--- config.mk ---
export PLATFORM = sky130hd
export DESIGN_NAME = l2_cache_top
export DESIGN_NICKNAME = d
export VERILOG_FILES = /design/src/source/l2_pkg.sv /design/src/source/l2_tag_cam.sv /design/src/source/l2_data_ram.sv /design/src/source/l2_victim_fifo.sv /design/src/source/l2_ctrl.sv /design/src/source/l2_cache_top.sv
export SDC_FILE = /design/constraint.sdc
export NUM_CORES = 1
export LEC_CHECK = 0
export ABC_AREA = 1
export BUFFER_PORTS_ARGS = -buffer_cell sky130_fd_sc_hd__buf_2
export CORE_ASPECT_RATIO = 0.8
export CORE_MARGIN = 4
export CORE_UTILIZATION = 55
export DETAILED_ROUTE_END_ITERATION = 7
export PLACE_DENSITY = 0.76
export SKIP_LAST_GASP = 1
export SLEW_MARGIN = 10
export SYNTH_ARGS = -nofsm -noshare
export SYNTH_HDL_FRONTEND = slang
export SYNTH_SLANG_ARGS = --single-unit
--- constraint.sdc ---
create_clock -name clock_i -period 3.55 [get_ports clock_i]
set_input_delay 0.5325 -clock clock_i [delete_from_list [all_inputs] [get_ports clock_i]]
set_output_delay 0.5325 -clock clock_i [all_outputs]
set_load 0.01 [all_outputs]
--- src/source/l2_pkg.sv ---
package l2_pkg;

	// cache geometry
	// --------------------------------------------------
	localparam int WORD_W      = 32;                  // data word
	localparam int WADDR_W     = 16;                  // word address
	localparam int OFFSET_W    = 2;                   // word within block
	localparam int BLOCK_WORDS = 1 << OFFSET_W;       // 4 words per block
	localparam int LINES       = 4;                   // fully associative
	localparam int LINE_W      = $clog2(LINES);
	localparam int TAG_W       = WADDR_W - OFFSET_W;  // block tag

	// widths with a meaning
	// --------------------------------------------------
	typedef logic [WORD_W-1:0]          word_t;
	typedef logic [WADDR_W-1:0]         waddr_t;
	typedef logic [TAG_W-1:0]           tag_t;
	typedef logic [LINE_W-1:0]          line_t;
	typedef logic [OFFSET_W-1:0]        offset_t;
	typedef logic [LINE_W+OFFSET_W-1:0] ram_addr_t;  // {line, offset}

	// controller FSM
	typedef enum logic [2:0] {
		ST_NORMAL,       // idle, hit/miss decision
		ST_WAIT_READY,   // wait for memory command slot
		ST_PICK_VICTIM,  // latch round-robin line
		ST_EVICT,        // dirty victim to evict buffer
		ST_FILL,         // fill words or L1 words into victim line
		ST_L1_READ,      // block to L1
		ST_L1_WRITE,     // block from L1
		ST_TAG_WAIT      // CAM write settles
	} ctrl_state_t;

endpackage

--- src/source/l2_tag_cam.sv ---
`timescale 1ns/1ns

module l2_tag_cam (
	input  logic          clock_i,
	input  logic          resetn_i,
	input  logic          wren_i,
	input  l2_pkg::line_t line_i,
	input  l2_pkg::tag_t  tag_i,
	output logic          hit_o,
	output l2_pkg::line_t hit_line_o,
	output l2_pkg::tag_t  line_tag_o
);

	logic [l2_pkg::LINES-1:0] valid;                 // one per line
	l2_pkg::tag_t             tags [l2_pkg::LINES];

	// valid bits, cleared on reset
	always_ff @(posedge clock_i) begin
		if (!resetn_i) begin
			valid <= '0;
		end else if (wren_i) begin
			valid[line_i] <= 1'b1;
		end
	end

	// tag storage
	always_ff @(posedge clock_i) begin
		if (wren_i) begin
			tags[line_i] <= tag_i;
		end
	end

	// parallel compare over all valid lines
	always_comb begin
		hit_o      = 1'b0;
		hit_line_o = '0;
		for (int i = 0; i < l2_pkg::LINES; i++) begin
			if (valid[i] && (tags[i] == tag_i)) begin
				hit_o      = 1'b1;
				hit_line_o = l2_pkg::line_t'(i);
			end
		end
	end

	assign line_tag_o = tags[line_i];  // victim tag for writeback address

endmodule

--- src/source/l2_data_ram.sv ---
`timescale 1ns/1ns

module l2_data_ram (
	input  logic              clock_i,
	input  logic              we_i,
	input  l2_pkg::ram_addr_t addr_i,
	input  l2_pkg::word_t     wdata_i,
	output l2_pkg::word_t     rdata_o
);

	// LINES x BLOCK_WORDS words
	l2_pkg::word_t mem [l2_pkg::LINES * l2_pkg::BLOCK_WORDS];

	always_ff @(posedge clock_i) begin
		if (we_i) begin
			mem[addr_i] <= wdata_i;
		end
	end

	// address comes registered from the controller
	assign rdata_o = mem[addr_i];

endmodule

--- src/source/l2_victim_fifo.sv ---
`timescale 1ns/1ns

module l2_victim_fifo (
	input  logic          clock_i,
	input  logic          resetn_i,
	input  logic          miss_i,
	output l2_pkg::line_t victim_line_o
);

	l2_pkg::line_t ptr;  // next line to replace

	always_ff @(posedge clock_i) begin
		if (!resetn_i) begin
			ptr <= '0;                                       // first miss takes line 0
		end else if (miss_i) begin
			if (ptr == l2_pkg::line_t'(l2_pkg::LINES - 1)) begin
				ptr <= '0;                                   // wrap
			end else begin
				ptr <= ptr + 1'b1;
			end
		end
	end

	assign victim_line_o = ptr;

endmodule

--- src/source/l2_ctrl.sv ---
`timescale 1ns/1ns

module l2_ctrl (
	input  logic              clock_i,
	input  logic              resetn_i,
	// L1 side
	input  logic              l1_req_i,
	input  logic              l1_rw_i,           // 1 is writeback
	input  l2_pkg::tag_t      l1_tag_i,
	input  l2_pkg::word_t     l1_data_i,
	input  logic              l1_ready_read_i,
	input  logic              l1_ready_write_i,
	output logic              l1_read_ack_o,
	output logic              l1_done_o,
	output logic              l1_hit_o,
	output logic              l1_valid_o,
	// tag CAM
	input  logic              cam_hit_i,
	input  l2_pkg::line_t     cam_hit_line_i,
	input  l2_pkg::tag_t      cam_line_tag_i,
	output logic              cam_wren_o,
	output l2_pkg::line_t     cam_line_o,
	// data array
	input  l2_pkg::word_t     ram_rdata_i,
	output logic              ram_we_o,
	output l2_pkg::ram_addr_t ram_addr_o,
	output l2_pkg::word_t     ram_wdata_o,
	// victim pointer
	input  l2_pkg::line_t     victim_line_i,
	output logic              miss_o,
	// fill and evict buffers
	input  logic              fill_ready_i,
	input  l2_pkg::word_t     fill_data_i,
	output logic              fill_ack_o,
	input  logic              evict_ready_i,
	output l2_pkg::word_t     evict_data_o,
	output logic              evict_ack_o,
	// memory commands
	input  logic              mem_ready_i,
	output logic              mem_req_o,
	output logic              mem_rw_o,
	output l2_pkg::waddr_t    mem_addr_o
);

	// state and bookkeeping
	// --------------------------------------------------
	l2_pkg::ctrl_state_t      state;
	logic                     req_pending;   // miss in service, serve as hit after
	logic                     rw_r;          // registered request type
	l2_pkg::offset_t          cnt;           // word in block
	l2_pkg::line_t            line_r;        // hit line or victim line
	logic [l2_pkg::LINES-1:0] dirty;
	logic                     wb_pending;    // write command still owed
	l2_pkg::waddr_t           wb_addr;
	logic                     active;
	logic                     rw_now;
	logic                     last_word;
	logic                     word_rdy;
	l2_pkg::word_t            word_in;

	assign active    = l1_req_i | req_pending;
	assign rw_now    = req_pending ? rw_r : l1_rw_i;
	assign last_word = (cnt == l2_pkg::offset_t'(l2_pkg::BLOCK_WORDS - 1));

	// fill source is memory on read miss, L1 on write miss
	assign word_rdy = rw_r ? l1_ready_read_i : fill_ready_i;
	assign word_in  = rw_r ? l1_data_i : fill_data_i;

	// combinational outputs
	// --------------------------------------------------
	assign l1_hit_o     = active ? cam_hit_i : 1'b1;  // no stall when idle
	assign cam_line_o   = line_r;
	assign cam_wren_o   = (state == l2_pkg::ST_FILL) & word_rdy & last_word;  // tag with last word
	assign evict_data_o = ram_rdata_i;                // word at registered address
	assign evict_ack_o  = (state == l2_pkg::ST_EVICT) & evict_ready_i;
	assign fill_ack_o   = (state == l2_pkg::ST_FILL) & !rw_r & fill_ready_i;
	assign l1_read_ack_o = l1_ready_read_i &
		((state == l2_pkg::ST_L1_WRITE) | ((state == l2_pkg::ST_FILL) & rw_r));

	// FSM
	// --------------------------------------------------
	always_ff @(posedge clock_i) begin
		if (!resetn_i) begin
			state       <= l2_pkg::ST_NORMAL;
			req_pending <= 1'b0;
			rw_r        <= 1'b0;
			cnt         <= '0;
			line_r      <= '0;
			dirty       <= '0;
			wb_pending  <= 1'b0;
			l1_done_o   <= 1'b1;                          // idle means done
			l1_valid_o  <= 1'b0;
			ram_we_o    <= 1'b0;
			miss_o      <= 1'b0;
			mem_req_o   <= 1'b0;
			mem_rw_o    <= 1'b0;
		end else begin
			// pulses default low
			l1_valid_o <= 1'b0;
			ram_we_o   <= 1'b0;
			miss_o     <= 1'b0;
			mem_req_o  <= 1'b0;

			case (state)
				l2_pkg::ST_NORMAL: begin
					if (active) begin
						l1_done_o <= 1'b0;                    // stall L1 on hit or miss
						cnt       <= '0;
						if (cam_hit_i) begin
							line_r      <= cam_hit_line_i;
							req_pending <= 1'b0;
							rw_r        <= rw_now;
							if (rw_now) begin
								dirty[cam_hit_line_i] <= 1'b1;  // block now differs from memory
								state <= l2_pkg::ST_L1_WRITE;
							end else begin
								state <= l2_pkg::ST_L1_READ;
							end
						end else begin
							req_pending <= 1'b1;
							rw_r        <= l1_rw_i;
							state       <= l2_pkg::ST_WAIT_READY;
						end
					end
				end

				l2_pkg::ST_WAIT_READY: begin
					// owed writeback goes out before any new read
					if (mem_ready_i && !wb_pending) begin
						if (!rw_r) begin
							mem_req_o  <= 1'b1;
							mem_rw_o   <= 1'b0;
							mem_addr_o <= {l1_tag_i, {l2_pkg::OFFSET_W{1'b0}}};
						end
						state <= l2_pkg::ST_PICK_VICTIM;
					end
				end

				l2_pkg::ST_PICK_VICTIM: begin
					line_r     <= victim_line_i;
					miss_o     <= 1'b1;                       // advance pointer
					ram_addr_o <= {victim_line_i, cnt};       // first evict word
					if (dirty[victim_line_i]) begin
						state <= l2_pkg::ST_EVICT;
					end else begin
						state <= l2_pkg::ST_FILL;
					end
				end

				l2_pkg::ST_EVICT: begin
					if (evict_ready_i) begin
						if (cnt == '0) begin
							wb_pending <= 1'b1;
							wb_addr    <= {cam_line_tag_i, {l2_pkg::OFFSET_W{1'b0}}};
						end
						ram_addr_o <= {line_r, cnt + 1'b1};  // next word ready next cycle
						cnt        <= cnt + 1'b1;            // wraps to 0 for fill
						if (last_word) begin
							dirty[line_r] <= 1'b0;
							state         <= l2_pkg::ST_FILL;
						end
					end
				end

				l2_pkg::ST_FILL: begin
					if (word_rdy) begin
						ram_we_o    <= 1'b1;
						ram_addr_o  <= {line_r, cnt};
						ram_wdata_o <= word_in;
						cnt         <= cnt + 1'b1;
						if (last_word) begin
							state <= l2_pkg::ST_TAG_WAIT;
							if (rw_r) begin
								// write miss is complete, no hit to serve
								dirty[line_r] <= 1'b1;
								req_pending   <= 1'b0;
								l1_done_o     <= 1'b1;
							end
						end
					end
				end

				l2_pkg::ST_TAG_WAIT: begin
					state <= l2_pkg::ST_NORMAL;
				end

				l2_pkg::ST_L1_READ: begin
					if (l1_ready_write_i) begin
						ram_addr_o <= {line_r, cnt};
						l1_valid_o <= 1'b1;                   // data follows address
						cnt        <= cnt + 1'b1;
						if (last_word) begin
							l1_done_o <= 1'b1;
							state     <= l2_pkg::ST_NORMAL;
						end
					end
				end

				l2_pkg::ST_L1_WRITE: begin
					if (l1_ready_read_i) begin
						ram_we_o    <= 1'b1;
						ram_addr_o  <= {line_r, cnt};
						ram_wdata_o <= l1_data_i;
						cnt         <= cnt + 1'b1;
						if (last_word) begin
							l1_done_o <= 1'b1;
							state     <= l2_pkg::ST_NORMAL;
						end
					end
				end

				default: begin
					state <= l2_pkg::ST_NORMAL;
				end
			endcase

			// writeback command, independent of FSM
			// --------------------------------------------------
			if (wb_pending && mem_ready_i) begin
				mem_req_o  <= 1'b1;
				mem_rw_o   <= 1'b1;
				mem_addr_o <= wb_addr;
				wb_pending <= 1'b0;                          // one command per eviction
			end
		end
	end

endmodule

--- src/source/l2_cache_top.sv ---
`timescale 1ns/1ns

module l2_cache_top (
	input  logic           clock_i,
	input  logic           resetn_i,
	// L1 side
	input  logic           l1_req_i,
	input  logic           l1_rw_i,
	input  l2_pkg::tag_t   l1_tag_i,
	input  l2_pkg::word_t  l1_data_i,
	input  logic           l1_ready_read_i,
	input  logic           l1_ready_write_i,
	output logic           l1_read_ack_o,
	output logic           l1_done_o,
	output logic           l1_hit_o,
	output logic           l1_valid_o,
	output l2_pkg::word_t  l1_data_o,
	// fill and evict buffers
	input  logic           fill_ready_i,
	input  l2_pkg::word_t  fill_data_i,
	output logic           fill_ack_o,
	input  logic           evict_ready_i,
	output l2_pkg::word_t  evict_data_o,
	output logic           evict_ack_o,
	// memory commands
	input  logic           mem_ready_i,
	output logic           mem_req_o,
	output logic           mem_rw_o,
	output l2_pkg::waddr_t mem_addr_o
);

	// internal wiring
	// --------------------------------------------------
	logic              cam_wren;
	l2_pkg::line_t     cam_line;
	logic              cam_hit;
	l2_pkg::line_t     hit_line;
	l2_pkg::tag_t      line_tag;
	logic              ram_we;
	l2_pkg::ram_addr_t ram_addr;
	l2_pkg::word_t     ram_wdata;
	l2_pkg::word_t     ram_rdata;
	logic              miss;
	l2_pkg::line_t     victim_line;

	assign l1_data_o = ram_rdata;  // valid with l1_valid_o

	l2_ctrl u_ctrl (
		.clock_i          (clock_i),
		.resetn_i         (resetn_i),
		.l1_req_i         (l1_req_i),
		.l1_rw_i          (l1_rw_i),
		.l1_tag_i         (l1_tag_i),
		.l1_data_i        (l1_data_i),
		.l1_ready_read_i  (l1_ready_read_i),
		.l1_ready_write_i (l1_ready_write_i),
		.l1_read_ack_o    (l1_read_ack_o),
		.l1_done_o        (l1_done_o),
		.l1_hit_o         (l1_hit_o),
		.l1_valid_o       (l1_valid_o),
		.cam_hit_i        (cam_hit),
		.cam_hit_line_i   (hit_line),
		.cam_line_tag_i   (line_tag),
		.cam_wren_o       (cam_wren),
		.cam_line_o       (cam_line),
		.ram_rdata_i      (ram_rdata),
		.ram_we_o         (ram_we),
		.ram_addr_o       (ram_addr),
		.ram_wdata_o      (ram_wdata),
		.victim_line_i    (victim_line),
		.miss_o           (miss),
		.fill_ready_i     (fill_ready_i),
		.fill_data_i      (fill_data_i),
		.fill_ack_o       (fill_ack_o),
		.evict_ready_i    (evict_ready_i),
		.evict_data_o     (evict_data_o),
		.evict_ack_o      (evict_ack_o),
		.mem_ready_i      (mem_ready_i),
		.mem_req_o        (mem_req_o),
		.mem_rw_o         (mem_rw_o),
		.mem_addr_o       (mem_addr_o)
	);

	// request tag goes straight to the compare
	l2_tag_cam u_tag_cam (
		.clock_i    (clock_i),
		.resetn_i   (resetn_i),
		.wren_i     (cam_wren),
		.line_i     (cam_line),
		.tag_i      (l1_tag_i),
		.hit_o      (cam_hit),
		.hit_line_o (hit_line),
		.line_tag_o (line_tag)
	);

	l2_data_ram u_data_ram (
		.clock_i (clock_i),
		.we_i    (ram_we),
		.addr_i  (ram_addr),
		.wdata_i (ram_wdata),
		.rdata_o (ram_rdata)
	);

	l2_victim_fifo u_victim_fifo (
		.clock_i       (clock_i),
		.resetn_i      (resetn_i),
		.miss_i        (miss),
		.victim_line_o (victim_line)
	);

endmodule

# Yosys cells after proc, flatten, opt, wreduce, memory -nomap -nowiden

Memory sizes are Yosys's and may differ from the RTL's. A register that Yosys moved wholly into a read port is not among the register bits.
Cells that the tools add are included.

Add/sub/neg operators: 2
Magnitude comparators: 5
Eq/ne operators: 25
Muxes and demuxes: 94
Bitwise operators: 15
Reductions and logical operators: 36

Operator list:

| cell                                                                 | count |
|---|---|
| 32-bit 2-to-1 mux                                                    | 3 |
| 16-bit 2-to-1 mux                                                    | 4 |
| 32-bit case mux with 2 select lines                                  | 1 |
| 14-bit equality test                                                 | 4 |
| 4-bit 2-to-1 mux                                                     | 13 |
| 1-bit 2-to-1 mux                                                     | 40 |
| 3-bit 2-to-1 mux                                                     | 11 |
| 3-bit case mux with 8 select lines                                   | 1 |
| 2-bit 2-to-1 mux                                                     | 11 |
| 4-bit case mux with 5 select lines                                   | 1 |
| 2-bit by 1-bit != test with 1-bit output, second input constant      | 8 |
| 3-bit equality test, second input constant                           | 4 |
| 4-bit bitwise OR                                                     | 3 |
| 4-bit case mux with 3 select lines                                   | 1 |
| 4-bit AND reduction                                                  | 3 |
| 6-bit AND reduction                                                  | 2 |
| 2-bit case mux with 5 select lines                                   | 1 |
| 2-bit nonzero test                                                   | 5 |
| 5-bit nonzero test                                                   | 2 |
| 2-bit by 3-bit < comparator with 1-bit output, second input constant | 3 |
| 3-bit AND reduction                                                  | 3 |
| 9-bit AND reduction                                                  | 1 |
| 1-bit logical AND                                                    | 8 |
| 2-bit != test, second input constant                                 | 4 |
| 25 further kinds                                                     | 40 |

Flip-flop bits (word level): 78
Memory bits (writable): 568
Output and inout bits: 88
Word-level logic and storage cells: 198
Memories kept: 2

Memory list:

| memory         | depth | width | read ports | clocked after memory_dff | wr ports | RTL line          | text |
|---|---|---|---|---|---|---|---|
| u_data_ram.mem | 16    | 32    | 1          | 1                        | 1        | l2_data_ram.sv:12 | `l2_pkg::word_t mem [l2_pkg::LINES * l2_pkg::BLOCK_WORDS];` |
| u_tag_cam.tags | 4     | 14    | 5          | 1                        | 1        | l2_tag_cam.sv:15  | `l2_pkg::tag_t tags [l2_pkg::LINES];` |

# Longest topological paths before layout

Gate-level depths: netlist of the first run.
An unclocked memory read counts as a cell.

Depth after elaboration: 15
Gate-level depth with buffers: 15

# Hierarchy

From an unflattened synthesis of the first run, not the netlist that was laid out.

Cell total of the unflattened synthesis: 2,904
Area, all modules: 29,082.9 um^2

By module, submodules not included:

| module         | instances | cells each | area each (um^2) | sequential area each (um^2) |
|---|---|---|---|---|
| l2_data_ram    | 1         | 2,081      | 21,573.2         | 15,374.7 |
| l2_ctrl        | 1         | 417        | 4,229.1          | 2,322.2 |
| l2_tag_cam     | 1         | 393        | 3,184.3          | 1,761.7 |
| l2_victim_fifo | 1         | 13         | 96.3             | 40.0 |

# Least setup slack after synthesis of the first run

OpenSTA, ideal clock, no wires.

Kind: input-to-reg
Start: input port fill_ready_i
End: register u_ctrl.ram_wdata_o[0] (enable)
Library setup time: 0.461 ns
Arrival time: 3.202 ns
Data required time: 3.089 ns
Path slack: -0.113 ns
Stages on the path: 4
Path buffers: 0
Cells stage by stage: inv_1 -> o21ai_1 -> nor2_4 -> nor3_1

Word-level cells in the longest chain between the ends: 3

RTL lines:

| what                                                      | RTL line           | text |
|---|---|---|
| start: declaration                                        | l2_cache_top.sv:19 | `input logic fill_ready_i,` |
| 1-bit 2-to-1 mux                                          | l2_ctrl.sv:66      | `assign word_rdy = rw_r ? l1_ready_read_i : fill_ready_i;` |
| 2-bit by 1-bit != test with 1-bit output (no source line) | --                 |  |
| 4-bit AND reduction (no source line)                      | --                 |  |
| end signal: assignment                                    | l2_ctrl.sv:169     | `ram_wdata_o <= word_in;` |
| end signal: assignment                                    | l2_ctrl.sv:203     | `ram_wdata_o <= l1_data_i;` |
| end: declaration                                          | l2_ctrl.sv:27      | `output l2_pkg::word_t ram_wdata_o,` |

No other way between the ends.
A chain may end at the register's enable or synchronous reset.

==> results.txt, run 1 <==
- Result of the run: completed
- Fraction of the mapped netlist area in simple logic gates: 6.59%
- Maximum resistive drop on vdd: 0.000385 V
- Fillers: 3,639
- End of the worst hold path: u_ctrl.l1_valid_o
- After synthesis, the share of flip-flops with an asynchronous set or reset is 0%.
- Final period demand of the worst path: 3.23 ns
* Max Cap Viol: 0
- The critical path is of the reg -> out type.
* Number of vias per cell after detailed routing: 5.81
- The H-tree was split into 3 levels.
- After legalization and detailed placement, the total HPWL measured 38,000 µm.
- Area occupied by multi-input gates: 6770 µm²
- Max-slew headroom at the worst pin: 24.6%
- Clock tree synthesis found a total of 662 sinks.
- Overall power consumption after layout is estimated at 21,200 µW.
* Initial Utilization: 55.8%
- The floorplan has 73 rows.
- Overall routed net length: 66,400 µm
- Worst clock skew: 0.0196 ns
- Count of buffers inserted at the top-level ports: 172
- After detailed routing, the average wire length per cell comes to 21.9 µm.
- Number of failing hold endpoints at the final stage: 0
- Complex-gate fraction of the synthesized area: 10.9%
- Synth Warn #: 0
- The count of nets left with antenna violations once routing finished came out at 0.
- Counting flops and latches in the post-synthesis netlist gives 662.
- For this design the static power due to leakage is 0.0115 µW.
* Main flop type after synthesis: edfxtp_1
- Arr. time, crit path: 2.70 ns
- The first detailed-routing pass took 5 iterations.
- By area, the combinational part of the netlist is dominated by compound AO/OA/AOI/OAI gates.
* Nets@finish: 2,396
- The min-delay analysis places its worst path in the category in -> reg.
* Critical path required time: 3.02 ns
- Cells with a size suffix above 1 make up 17.1% of the layout.
- Die height: 209 µm
- The worst register-to-register path has a depth of 8.
- Full die area: 54,200 µm²
* Beginning of the worst hold path: l1_ready_write_i
- The worst setup path is launched from a register.
- The average instance in the mapped netlist occupies 12.9 µm².
- Timing would allow up to 309 MHz.
- The first global-routing pass estimated 100,000 µm of wire.
* Xor and xnor area share after synthesis: 0.283%
- Along the worst hold path, the cell count comes to 3.
* Total power per unit cell area: 671 nW/µm²
- The clock reaches the later pin of the worst-skew pair after 0.61 ns.
- Leftover overflow at the end of global routing: 0
* Largest net degree at the start of global routing: 129
* Startpoint of the lowest-slack register-to-register path: u_ctrl.state[2]
- Number of flops mapped to enable cells by yosys: 632
- Number of buffers added to fix hold violations after cts: 0
- The via count of the first global-routing pass is 17,000.
* Number of antenna violations at the first check in global routing: 1
- The worst setup path is captured at an output pin.
- For the pin with the worst max-slew slack, the measured transition is 1.13 ns.
* Chip width: 259 µm
- Routability Congestion: 0.986
* Number of different library cells in the post-synthesis netlist: 38
- Vias after detailed routing: 17,600
- TritonCTS buffer count: 66
- For this block, the initial DRC count from the detailed router was 2,319.
* TritonCTS clock tree: done
- Summed over all failing endpoints, the final setup total negative slack is 0 ns.
- In the synthesized netlist, the number of instances is 2,157.
- Std-Cell Core Area: 49,900 µm²
- Minimum setup slack among reg-to-reg paths: 1.12 ns
* Multiplexer fraction of the synthesized cell area: 5.94%
* Area share of fa/ha/maj cells after synthesis: 0.135%
* Final-report max-slew violation count: 0
- Along the worst path, the maximum fanout reaches 66.
* Area growth from synthesis to layout: 13.6%
* Period utilization: 91.1%
- For this run, design rule violations remaining after detail routing come to 0.
- Post-CTS Repair Setup Buffers: 0
* Setup repair after global routing missed its margin: no
- In this run the critical register-to-register path is captured at u_ctrl.ram_wdata_o[17].
- The longest clock path from root to sink contains 3 buffers.
- Sequential share of the synthesized area: 70.4%
- Setup-violating endpoint count in the final report: 0
- Sequential cell area: 19,600 µm²
- Netlist area before placement: 27,800 µm²
- Clock-pin slew was measured on the worst setup and hold paths at 0.06 ns.
- Post-CTS repair changed the size of 0 cells.
* I/O Pins: 175
* Aggregate global-route resource usage: 24.2%
- CTS Root Cell: clkbuf_16
* Most frequent standard cell in the layout excluding fill and tap cells: edfxtp_1
- Commonest cells after routing, fill and taps aside: edfxtp_1 (632), nand2_1 (242), inv_1 (213)
[sequential cells by signal, summed over array words and instances (netlist names), 2 cells and up, named ones only]
| signal | flops |
|---|---|
| u_ctrl.ram_addr_o | 4 |
| u_data_ram.mem | 512 |
| u_ctrl.cam_line_o | 2 |
| u_victim_fifo.victim_line_o | 2 |
| u_ctrl.wb_addr | 14 |
| u_tag_cam.valid | 4 |
| u_ctrl.mem_addr_o | 14 |
| u_ctrl.dirty | 4 |
| u_ctrl.ram_wdata_o | 32 |
| u_ctrl.state | 3 |
| u_ctrl.cnt | 2 |
| u_tag_cam.tags | 56 |
[how the worst max path moves through the flow]
stage	start	endpoint	slack [ns]	cells after the start
after CTS	register	l1_data_o[18]	0.30	7
final	register	l1_data_o[18]	0.32	7
after floorplan	fill_ready_i	u_ctrl.ram_wdata_o[0]	0.88	4
after detailed placement	register	l1_data_o[18]	0.95	7
after global placement	register	evict_data_o[18]	1.06	6
after global routing	register	l1_data_o[18]	0.12	7
[Yosys cell counts (2+ instances only)]
cell type,number,area [µm²]
nand3_1,74,370
nor2_4,5,56.3
o211ai_1,130,976
dfxtp_1,30,601
a211oi_4,2,40.0
nor2_1,94,353
o21ai_0,191,956
buf_1,7,26.3
nor3_1,5,25.0
buf_4,46,345
ha_1,3,37.5
nor2_2,9,56.3
inv_1,215,807
edfxtp_1,632,19000
buf_2,17,85.1
inv_2,12,45.0
a21oi_1,150,751
nand2_2,6,37.5
clkbuf_4,2,15.0
clkbuf_1,64,240
o21ai_2,2,17.5
nand3b_1,2,15.0
mux2i_1,128,1280
o221ai_1,11,96.3
mux2_2,33,372
xnor2_1,8,70.1
a22oi_1,16,120
o21ai_1,9,45.0
inv_4,2,12.5
nand2_1,243,912
buf_6,2,22.5
[metal layers]
metal	track usage (%)	up-vias	share of wire [%]
met5	0	-	0
met1	35.7	8554	42
met4	6.40	0	2.0
li1	-	8076	-
met3	4.53	92	9.4
met2	37.5	883	46
[logic make-up (layout without fill, tap and decap cells)]
family | Yosys count | after routing
adder cells (fa/ha/maj) | 3 | 3
other | 1 | 3
XOR/XNOR | 9 | 9
AND/OR/NAND/NOR | 439 | 439
multiplexers | 161 | 161
buffers and inverters | 368 | 566
flip-flops | 662 | 662
AO/OA/AOI/OAI | 514 | 514
[critical path, cell delays in order, from the launching register on]
cell	delay [ns]
dfxtp_4	0.74
buf_12	0.36
a21oi_1	0.11
o21ai_0	0.12
o21ai_0	0.12
o211ai_1	0.19
nand2_1	0.21
buf_2	0.20
[layout make-up]
| cell class | instances | area share (%) |
|---|---|---|
| repair buffers | 219 | 4.44 |
| inverters | 229 | 2.74 |
| well taps | 675 | 2.67 |
| clock inverters | 37 | 1.14 |
| clock buffers | 81 | 5.57 |
| multi-input cells | 1128 | 21.4 |
| diodes | 1 | 0.00792 |
| flip-flops and latches | 662 | 62.0 |
[metrics by stage]
| stage | cells | util [%] | setup WS [ns] | hold slack [ns] | instance area, µm² |
|---|---|---|---|---|---|
| floorplan | 2158 | - | 0.879 | 0.441 | 27800 |
| global placement | 2913 | 59.1 | 1.06 | 0.451 | 29500 |
| detailed placement | 2913 | 59.1 | 0.948 | 0.461 | 29500 |
| CTS | 3031 | 63.3 | 0.305 | 0.144 | 31600 |
| global route | 3032 | 63.4 | 0.123 | 0.163 | 31600 |
| finish | 3032 | 63.4 | 0.316 | 0.173 | 31600 |
[report_power, final]
part / switching, µW / internal, µW
combinational: 3250 / 1850
clock: 2900 / 3980
sequential: 326 / 8910
total: 6480 / 14700
Power figures use the tool's default switching activity.
==> run 2: changes to the inputs <==
Settings changed: CORE_UTILIZATION 55 to 57.
Clock period 3.55 ns to 4.2 ns, I/O delays scaled along.
==> run 2 against run 1 <==
  * Clock power shrank 14%
  * Largest power group unchanged
  * Sequential power shrank 15%
  * Combinational power is 16% lower
  * Critical path type unchanged
  * Clock skew grew 0.0099 ns
  * Non-clock buffer count shrank 9
==> results.txt, run 2 (synthesized netlist as in run 1, its figures left out) <==
- Result of the run: completed
- Setup repair after global routing left no endpoint under its margin.
* # resized after CTS: 0 (unchanged)
- Most prevalent standard cell on the critical path: o21ai_0
* Beginning of the worst hold path: l1_ready_write_i
* Post-CTS clock slew at the launch and capture registers of the worst setup and hold paths: 0.06 ns (about the same)
- Counting flops per register, the top entry is u_data_ram.mem.
- Setup crit start kind: register
- The HPWL reported at the end of detailed placement came to 38,400 µm (+1.1%).
- Arr. time, crit path: 2.76 ns (+0.06 ns)
- The clock skew after layout came to 0.0295 ns (+0.00986 ns).
* Regs by FF count: u_data_ram.mem (512), u_tag_cam.tags (56), u_ctrl.ram_wdata_o (32)
- The max-slew violation total from the final report is 0 (unchanged).
- The setup TNS came to 0 ns (unchanged).
* Most frequent standard cell in the layout excluding fill and tap cells: edfxtp_1
- The min-delay analysis places its worst path in the category in -> reg.
* Full die area: 52,400 µm² (-3.4%)
- The fraction of final layout cells sized beyond drive strength 1 is 17.2% (about the same).
* Nets@finish: 2,387 (-0.38%)
- The area of the core is 48,300 µm² (-3.2%).
- Cell depth of the worst flop-to-flop path: 7 (-1)
- Design Power: 18,000 µW (-15%)
- The number of violations reported at the end of detailed-routing iteration 0 is 2,120 (-8.6%).
* Floorplan row count: 72 (-1.4%)
- Fillers: 3,407 (-6.4%)
- The count of final setup violators came to 0 (unchanged).
- The total of buffers placed on input and output ports came to 172 (unchanged).
* Number of vias per cell after detailed routing: 5.93 (+2.2%)
- The path with the worst hold slack has its endpoint at u_ctrl.l1_valid_o.
- Routability Congestion: 0.972 (-1.4%)
* Worst-Skew Late Latency: 0.61 ns (about the same)
- Chip width: 255 µm (-1.7%)
- Number of global-route vias before repair: 17,200 (+1.5%)
- The deepest clock path buffer count is 3 (unchanged).
* Period utilization: 80.7%
* Post-route worst setup slack: 0.812 ns (+0.496 ns)
- Area occupied by multi-input gates: 6770 µm² (about the same)
- Series of cell instances along the critical path: buf_4, a21oi_1, o21ai_0, o21ai_0, o211ai_1, nand2_1, buf_2
- The largest individual stage delay along the critical path comes from the cell dfxtp_4.
- The worst register-to-register path begins at u_ctrl.state[2].
- The count of buffers added by post-CTS timing repair for setup came to 0 (unchanged).
- Area growth from synthesis to layout: 12.9%
* Total power per unit cell area: 573 nW/µm² (-15%)
- 1st-pass router iterations: 6 (+1)
- The number of sinks on the clock net was 662 (unchanged).
- CTS Root Cell: clkbuf_16
* Initial Utilization: 57.6% (+1.8 points)
- The number of nets with antenna violations after detailed routing was 0 (unchanged).
* Worst Hold Depth: 3 (unchanged)
* Crit path largest cell delay: 0.81 ns (+0.07 ns)
- Residual DRC count: 0 (unchanged)
* TritonCTS buffer count: 66 (unchanged)
* Pre-CTS setup slack: 1.44 ns (+0.487 ns)
- The worst register-to-register path ends at u_ctrl.ram_wdata_o[28].
- Number of antenna violations at the first check in global routing: 2 (+1)
* Sequential cell area: 19,600 µm² (unchanged)
- Worst-Margin Slew: 1.14 ns (+0.0109 ns)
- The number of violations of the max-capacitance limit was 0 (unchanged).
- Flip-flop count of the largest register after layout: 512 (unchanged)
- The top cell types in the final layout, fill and taps aside, are edfxtp_1 (632), nand2_1 (242), inv_1 (213).
- The global route total overflow was 0 (unchanged).
* Overall routed net length: 66,700 µm (+0.33%)
* Minimum setup slack among reg-to-reg paths: 1.59 ns (+0.47 ns)
- The number of H-tree levels is 3 (unchanged).
- The relative max-transition margin is 23.9% (-0.73 points).
- The total via count in the routed design was 17,700 (+0.37%).
- TritonCTS clock tree: done
- The maximum VDD drop came to 0.000417 V (+8.4%).
* Leakage power: 0.0115 µW (-0.54%)
* Largest net degree at the start of global routing: 129 (unchanged)
- Critical path required time: 3.57 ns (+0.55 ns)
* FMAX: 295 MHz
* Number of buffers added to fix hold violations after cts: 0 (unchanged)
- Element type at the critical path end: output pin
* Max FO, Critical Path: 50 (-24%)
* Die height: 206 µm (-1.7%)
* I/O Pins: 175 (unchanged)
- The critical path is of the reg -> out type.
- The final hold violation count is 0 (unchanged).
- Final period demand of the worst path: 3.39 ns
- Wire per inst: 22.4 µm (+2.2%)
- The wire length of the first global-routing pass was 100,000 µm (about the same).
- The total routing resource utilization after global routing came to 25.3% (+1.1 points).
==> run 2: cell count changes in the layout (fill, tap and decap cells not counted), sizes merged <==
cell and change:
buf -9, bufinv +2, clkbuf +1, clkinv -1, clkinvlp -1
==> run 2: worst max-delay path, delay by kind of cell (launching register included) <==
family | cells | cell delay, ns
buffers and inverters | 2 | 0.67
AOI/OAI and AO/OA | 4 | 0.52
and+or+nand+nor | 1 | 0.13
DFF | 1 | 0.81
==> run 2: how the worst max path moves through the flow <==
stage,start,to,slack [ns],depth (start not counted)
2_1_floorplan,fill_ready_i,u_ctrl.ram_wdata_o[0],0.44,4
3_3_place_gp,register,l1_data_o[0],1.51,7
3_5_place_dp,register,evict_data_o[29],1.44,7
4_1_cts,register,evict_data_o[29],0.80,7
5_1_grt,register,l1_data_o[12],0.63,7
6_report,register,evict_data_o[29],0.81,7
==> run 2: final cells by class <==
| type | instances | share of cell area (%) |
|---|---|---|
| timing repair buffer | 210 | 3.89 |
| clock inverter | 37 | 1.31 |
| inverter | 229 | 2.76 |
| tap | 629 | 2.51 |
| clock buffer | 82 | 5.52 |
| sequential | 662 | 62.4 |
| multi-input combinational | 1128 | 21.6 |
| antenna | 1 | 0.00797 |
==> run 2: metrics by stage <==
stage,instances,hold WS [ns],utilization [%],area [µm²]
floorplan,2158,0.441,-,27800
global placement,2858,0.455,60.6,29200
detailed placement,2858,0.458,60.6,29200
CTS,2977,0.257,65.0,31400
global route,2978,0.265,65.0,31400
finish,2978,0.287,65.0,31400
==> run 2: metal layers <==
layer	up-vias	part of all wire, %	track usage [%]
li1	8054	-	-
met2	916	47	39.2
met3	123	9.4	5.98
met1	8575	41	36.4
met5	-	0.020	0
met4	2	2.5	7.05
==> run 2: where the power goes <==
| group | switching, µW | internal (µW) | leakage (µW) |
|---|---|---|---|
| combinational | 2740 | 1530 | 0.00448 |
| clock | 2460 | 3440 | 0.00105 |
| sequential | 292 | 7530 | 0.00593 |
==> run 3: changes to the inputs <==
Settings changed: CORE_UTILIZATION 57 to 55.
Clock period 4.2 ns to 3.1 ns, I/O delays scaled along.
==> run 3 against run 2 <==
  * Sequential power increased by 36%
  * Combinational power increased by 40%
  * Utilization decreased by 1.2 points
  * Largest cell class unchanged
  * Clock-buffer cell count increased by 1
  * First-iteration DRC count increased by 1.4%
  * Critical path depth increased by 1
==> results.txt, run 3 (synthesized netlist as in run 1, its figures left out) <==
- The placement row count came to 73 (+1.4%).
- Setup repair after global routing left no endpoint under its margin.
* Area growth from synthesis to layout: 14.5%
- Worst setup path category: reg -> out
- Aggregate global-route resource usage: 24.4% (-0.83 points)
- Post-CTS Repair Setup Buffers: 0 (unchanged)
- Setup-violating endpoint count in the final report: 0 (unchanged)
* Number of failing hold endpoints at the final stage: 0 (unchanged)
- Result of the run: completed
- The final antenna diode count came to 0 (-1).
- Final sum of negative setup slack: 0 ns (unchanged)
- Count of buffers inserted at the top-level ports: 172 (unchanged)
* Std-Cell Core Area: 49,900 µm² (+3.3%)
- Leakage power: 0.0116 µW (+1.4%)
- Largest net degree at the start of global routing: 129 (unchanged)
* Final period demand of the worst path: 2.91 ns
- Setup crit start kind: register
- Worst-Skew Late Latency: 0.60 ns (about the same)
* Overall routed net length: 67,100 µm (+0.72%)
* Arr. time, crit path: 2.44 ns (-0.32 ns)
* Leftover overflow at the end of global routing: 0 (unchanged)
- Clock share of power: 32.9% (about the same)
* Final-report max-slew violation count: 0 (unchanged)
- Commonest cells after routing, fill and taps aside: edfxtp_1 (632), nand2_1 (242), inv_1 (213)
- The deepest clock path buffer count was 3 (unchanged).
- The power per unit of standard cell area came to 775 nW/µm² (+35%).
- In the finished design, the share of the clock period the worst path needs comes to 93.9%.
- Area post-placement: 29,600 µm² (+1.3%)
- The count of boundary I/O pins came to 175 (unchanged).
* Largest reg by FF count: u_data_ram.mem
- Worst-case hold slack: 0.122 ns (-0.165 ns)
* Number of antenna violations at the first check in global routing: 0 (-2)
- The final routed DRC violation total was 0 (unchanged).
- The worst hold path belongs to the class in -> reg.
* Max Cap Viol: 0 (unchanged)
- Worst-Margin Slew: 0.933 ns (-0.209 ns)
* Flip-flop count of the largest register after layout: 512 (unchanged)
- Full die area: 54,200 µm² (+3.5%)
* Share of cells above drive strength 1: 17.5% (+0.31 points)
- The peak fanout along the critical path came to 54 (+8.0%).
- Post-CTS clock slew at the launch and capture registers of the worst setup and hold paths: 0.06 ns (about the same)
- Worst clock skew: 0.0214 ns (-0.00809 ns)
* Regs by FF count: u_data_ram.mem (512), u_tag_cam.tags (56), u_ctrl.ram_wdata_o (32)
- TritonCTS clock tree: done
* Initial Utilization: 55.8% (-1.8 points)
- Wire per inst: 22.1 µm (-1.3%)
- The via count of the first global-routing pass came to 17,200 (-0.16%).
- Routability Congestion: 0.993 (+2.2%)
* Maximum resistive drop on vdd: 0.000479 V (+15%)
- The HPWL reported at the end of detailed placement was 38,800 µm (+1.2%).
- Fraction of power consumed by sequential logic: 42.8% (-0.7 points)
- Global-route wire length before repair: 101,000 µm (+0.87%)
* Violation count after the first detailed-route iteration: 2,149 (+1.4%)
- The number of H-tree levels was 3 (unchanged).
- Max-slew headroom at the worst pin: 37.7% (+14 points)
* 1st-pass router iterations: 6 (unchanged)
- Vias after detailed routing: 17,700 (+0.20%)
* TritonCTS buffer count: 67 (+1.5%)
* CTS Root Cell: clkbuf_16
- The post-layout instance area was 31,800 µm² (+1.4%).
- The share of total power in combinational logic came to 24.3% (+0.6 points).
* Number of vias per cell after detailed routing: 5.83 (-1.8%)
- The net switching fraction of the power is 30.0% (-0.47 points).
* Chip width: 259 µm (+1.7%)
* Nets@finish: 2,402 (+0.63%)
- Internal power summed over all cells: 17,300 µW (+38%)
- Static timing analysis puts the maximum clock frequency at 344 MHz.
* Most frequent standard cell in the layout excluding fill and tap cells: edfxtp_1
- The power spent charging and discharging nets is 7410 µW (+35%).
- The number of sinks on the clock net is 662 (unchanged).
* Number of nets with antenna violations after detailed routing: 0 (unchanged)
- Die height: 209 µm (+1.7%)
- STA classifies the critical path endpoint as an output pin.
* Critical path required time: 2.63 ns (-0.94 ns)
-- run 3: path summary, 6_finish.rpt --
check              startpoint                    end  slack, ns  cells after the start
max                  register           l1_data_o[0]       0.19                      8
min          l1_ready_write_i      u_ctrl.l1_valid_o       0.12                      3
max reg2reg   u_ctrl.state[2]  u_ctrl.ram_wdata_o[3]       0.91                     10
min reg2reg   u_ctrl.mem_rw_o        u_ctrl.mem_rw_o       0.46                      2
-- run 3: per-stage QoR --
stage          std cells  setup slack, ns  utilization [%]  total power (µW)
6_report            3038            0.191             63.8             24700
3_5_place_dp        2918            0.770             59.4             16700
3_3_place_gp        2918            0.729             59.4             16500
4_1_cts             3038            0.142             63.8             24800
5_1_grt             3038           0.0199             63.8             25700
2_1_floorplan       2158            0.438                -             14900
-- run 3: what timing repair did --
item                       4_1_cts  5_1_grt
gates resized for setup          0        1
hold buffers                     0        0
setup endpoints to repair        0        2
-- run 3: worst max-delay path, stage by stage, from the launching register on --
cell and delay (ns):
dfxtp_4 0.55, buf_12 0.24, buf_12 0.28, a21oi_1 0.10
o21ai_0 0.10, o21ai_0 0.11, o211ai_1 0.16, nand2_1 0.12
buf_2 0.16
-- run 3: final cells by class --
type / instances / area, µm²
Clock buffer: 83 / 1790
Clock inverter: 37 / 413
Fill cell: 3604 / 18000
Inverter: 229 / 867
Multi-Input combinational cell: 1128 / 6770
Sequential cell: 662 / 19600
Tap cell: 675 / 845
Timing Repair Buffer: 224 / 1560
-- run 3: power groups by stage --
| stage | Combinational, µW | Sequential (µW) | Clock (µW) |
|---|---|---|---|
| 5_1_grt | 6510 | 10600 | 8630 |
| 3_3_place_gp | 5810 | 10700 | 0 |
| 3_5_place_dp | 5950 | 10700 | 0 |
| 6_report | 5980 | 10600 | 8130 |
| 4_1_cts | 5990 | 10500 | 8230 |
| 2_1_floorplan | 4360 | 10600 | 0 |
-- run 3: layer usage --
layer / wire (µm) / vias up / global-route usage, %
met1: 28300 / 8668 / 35.7
li1: - / 8090 / -
met3: 5860 / 121 / 4.34
met2: 31400 / 826 / 38.0
met4: 1620 / 0 / 7.50
met5: 0 / - / 0
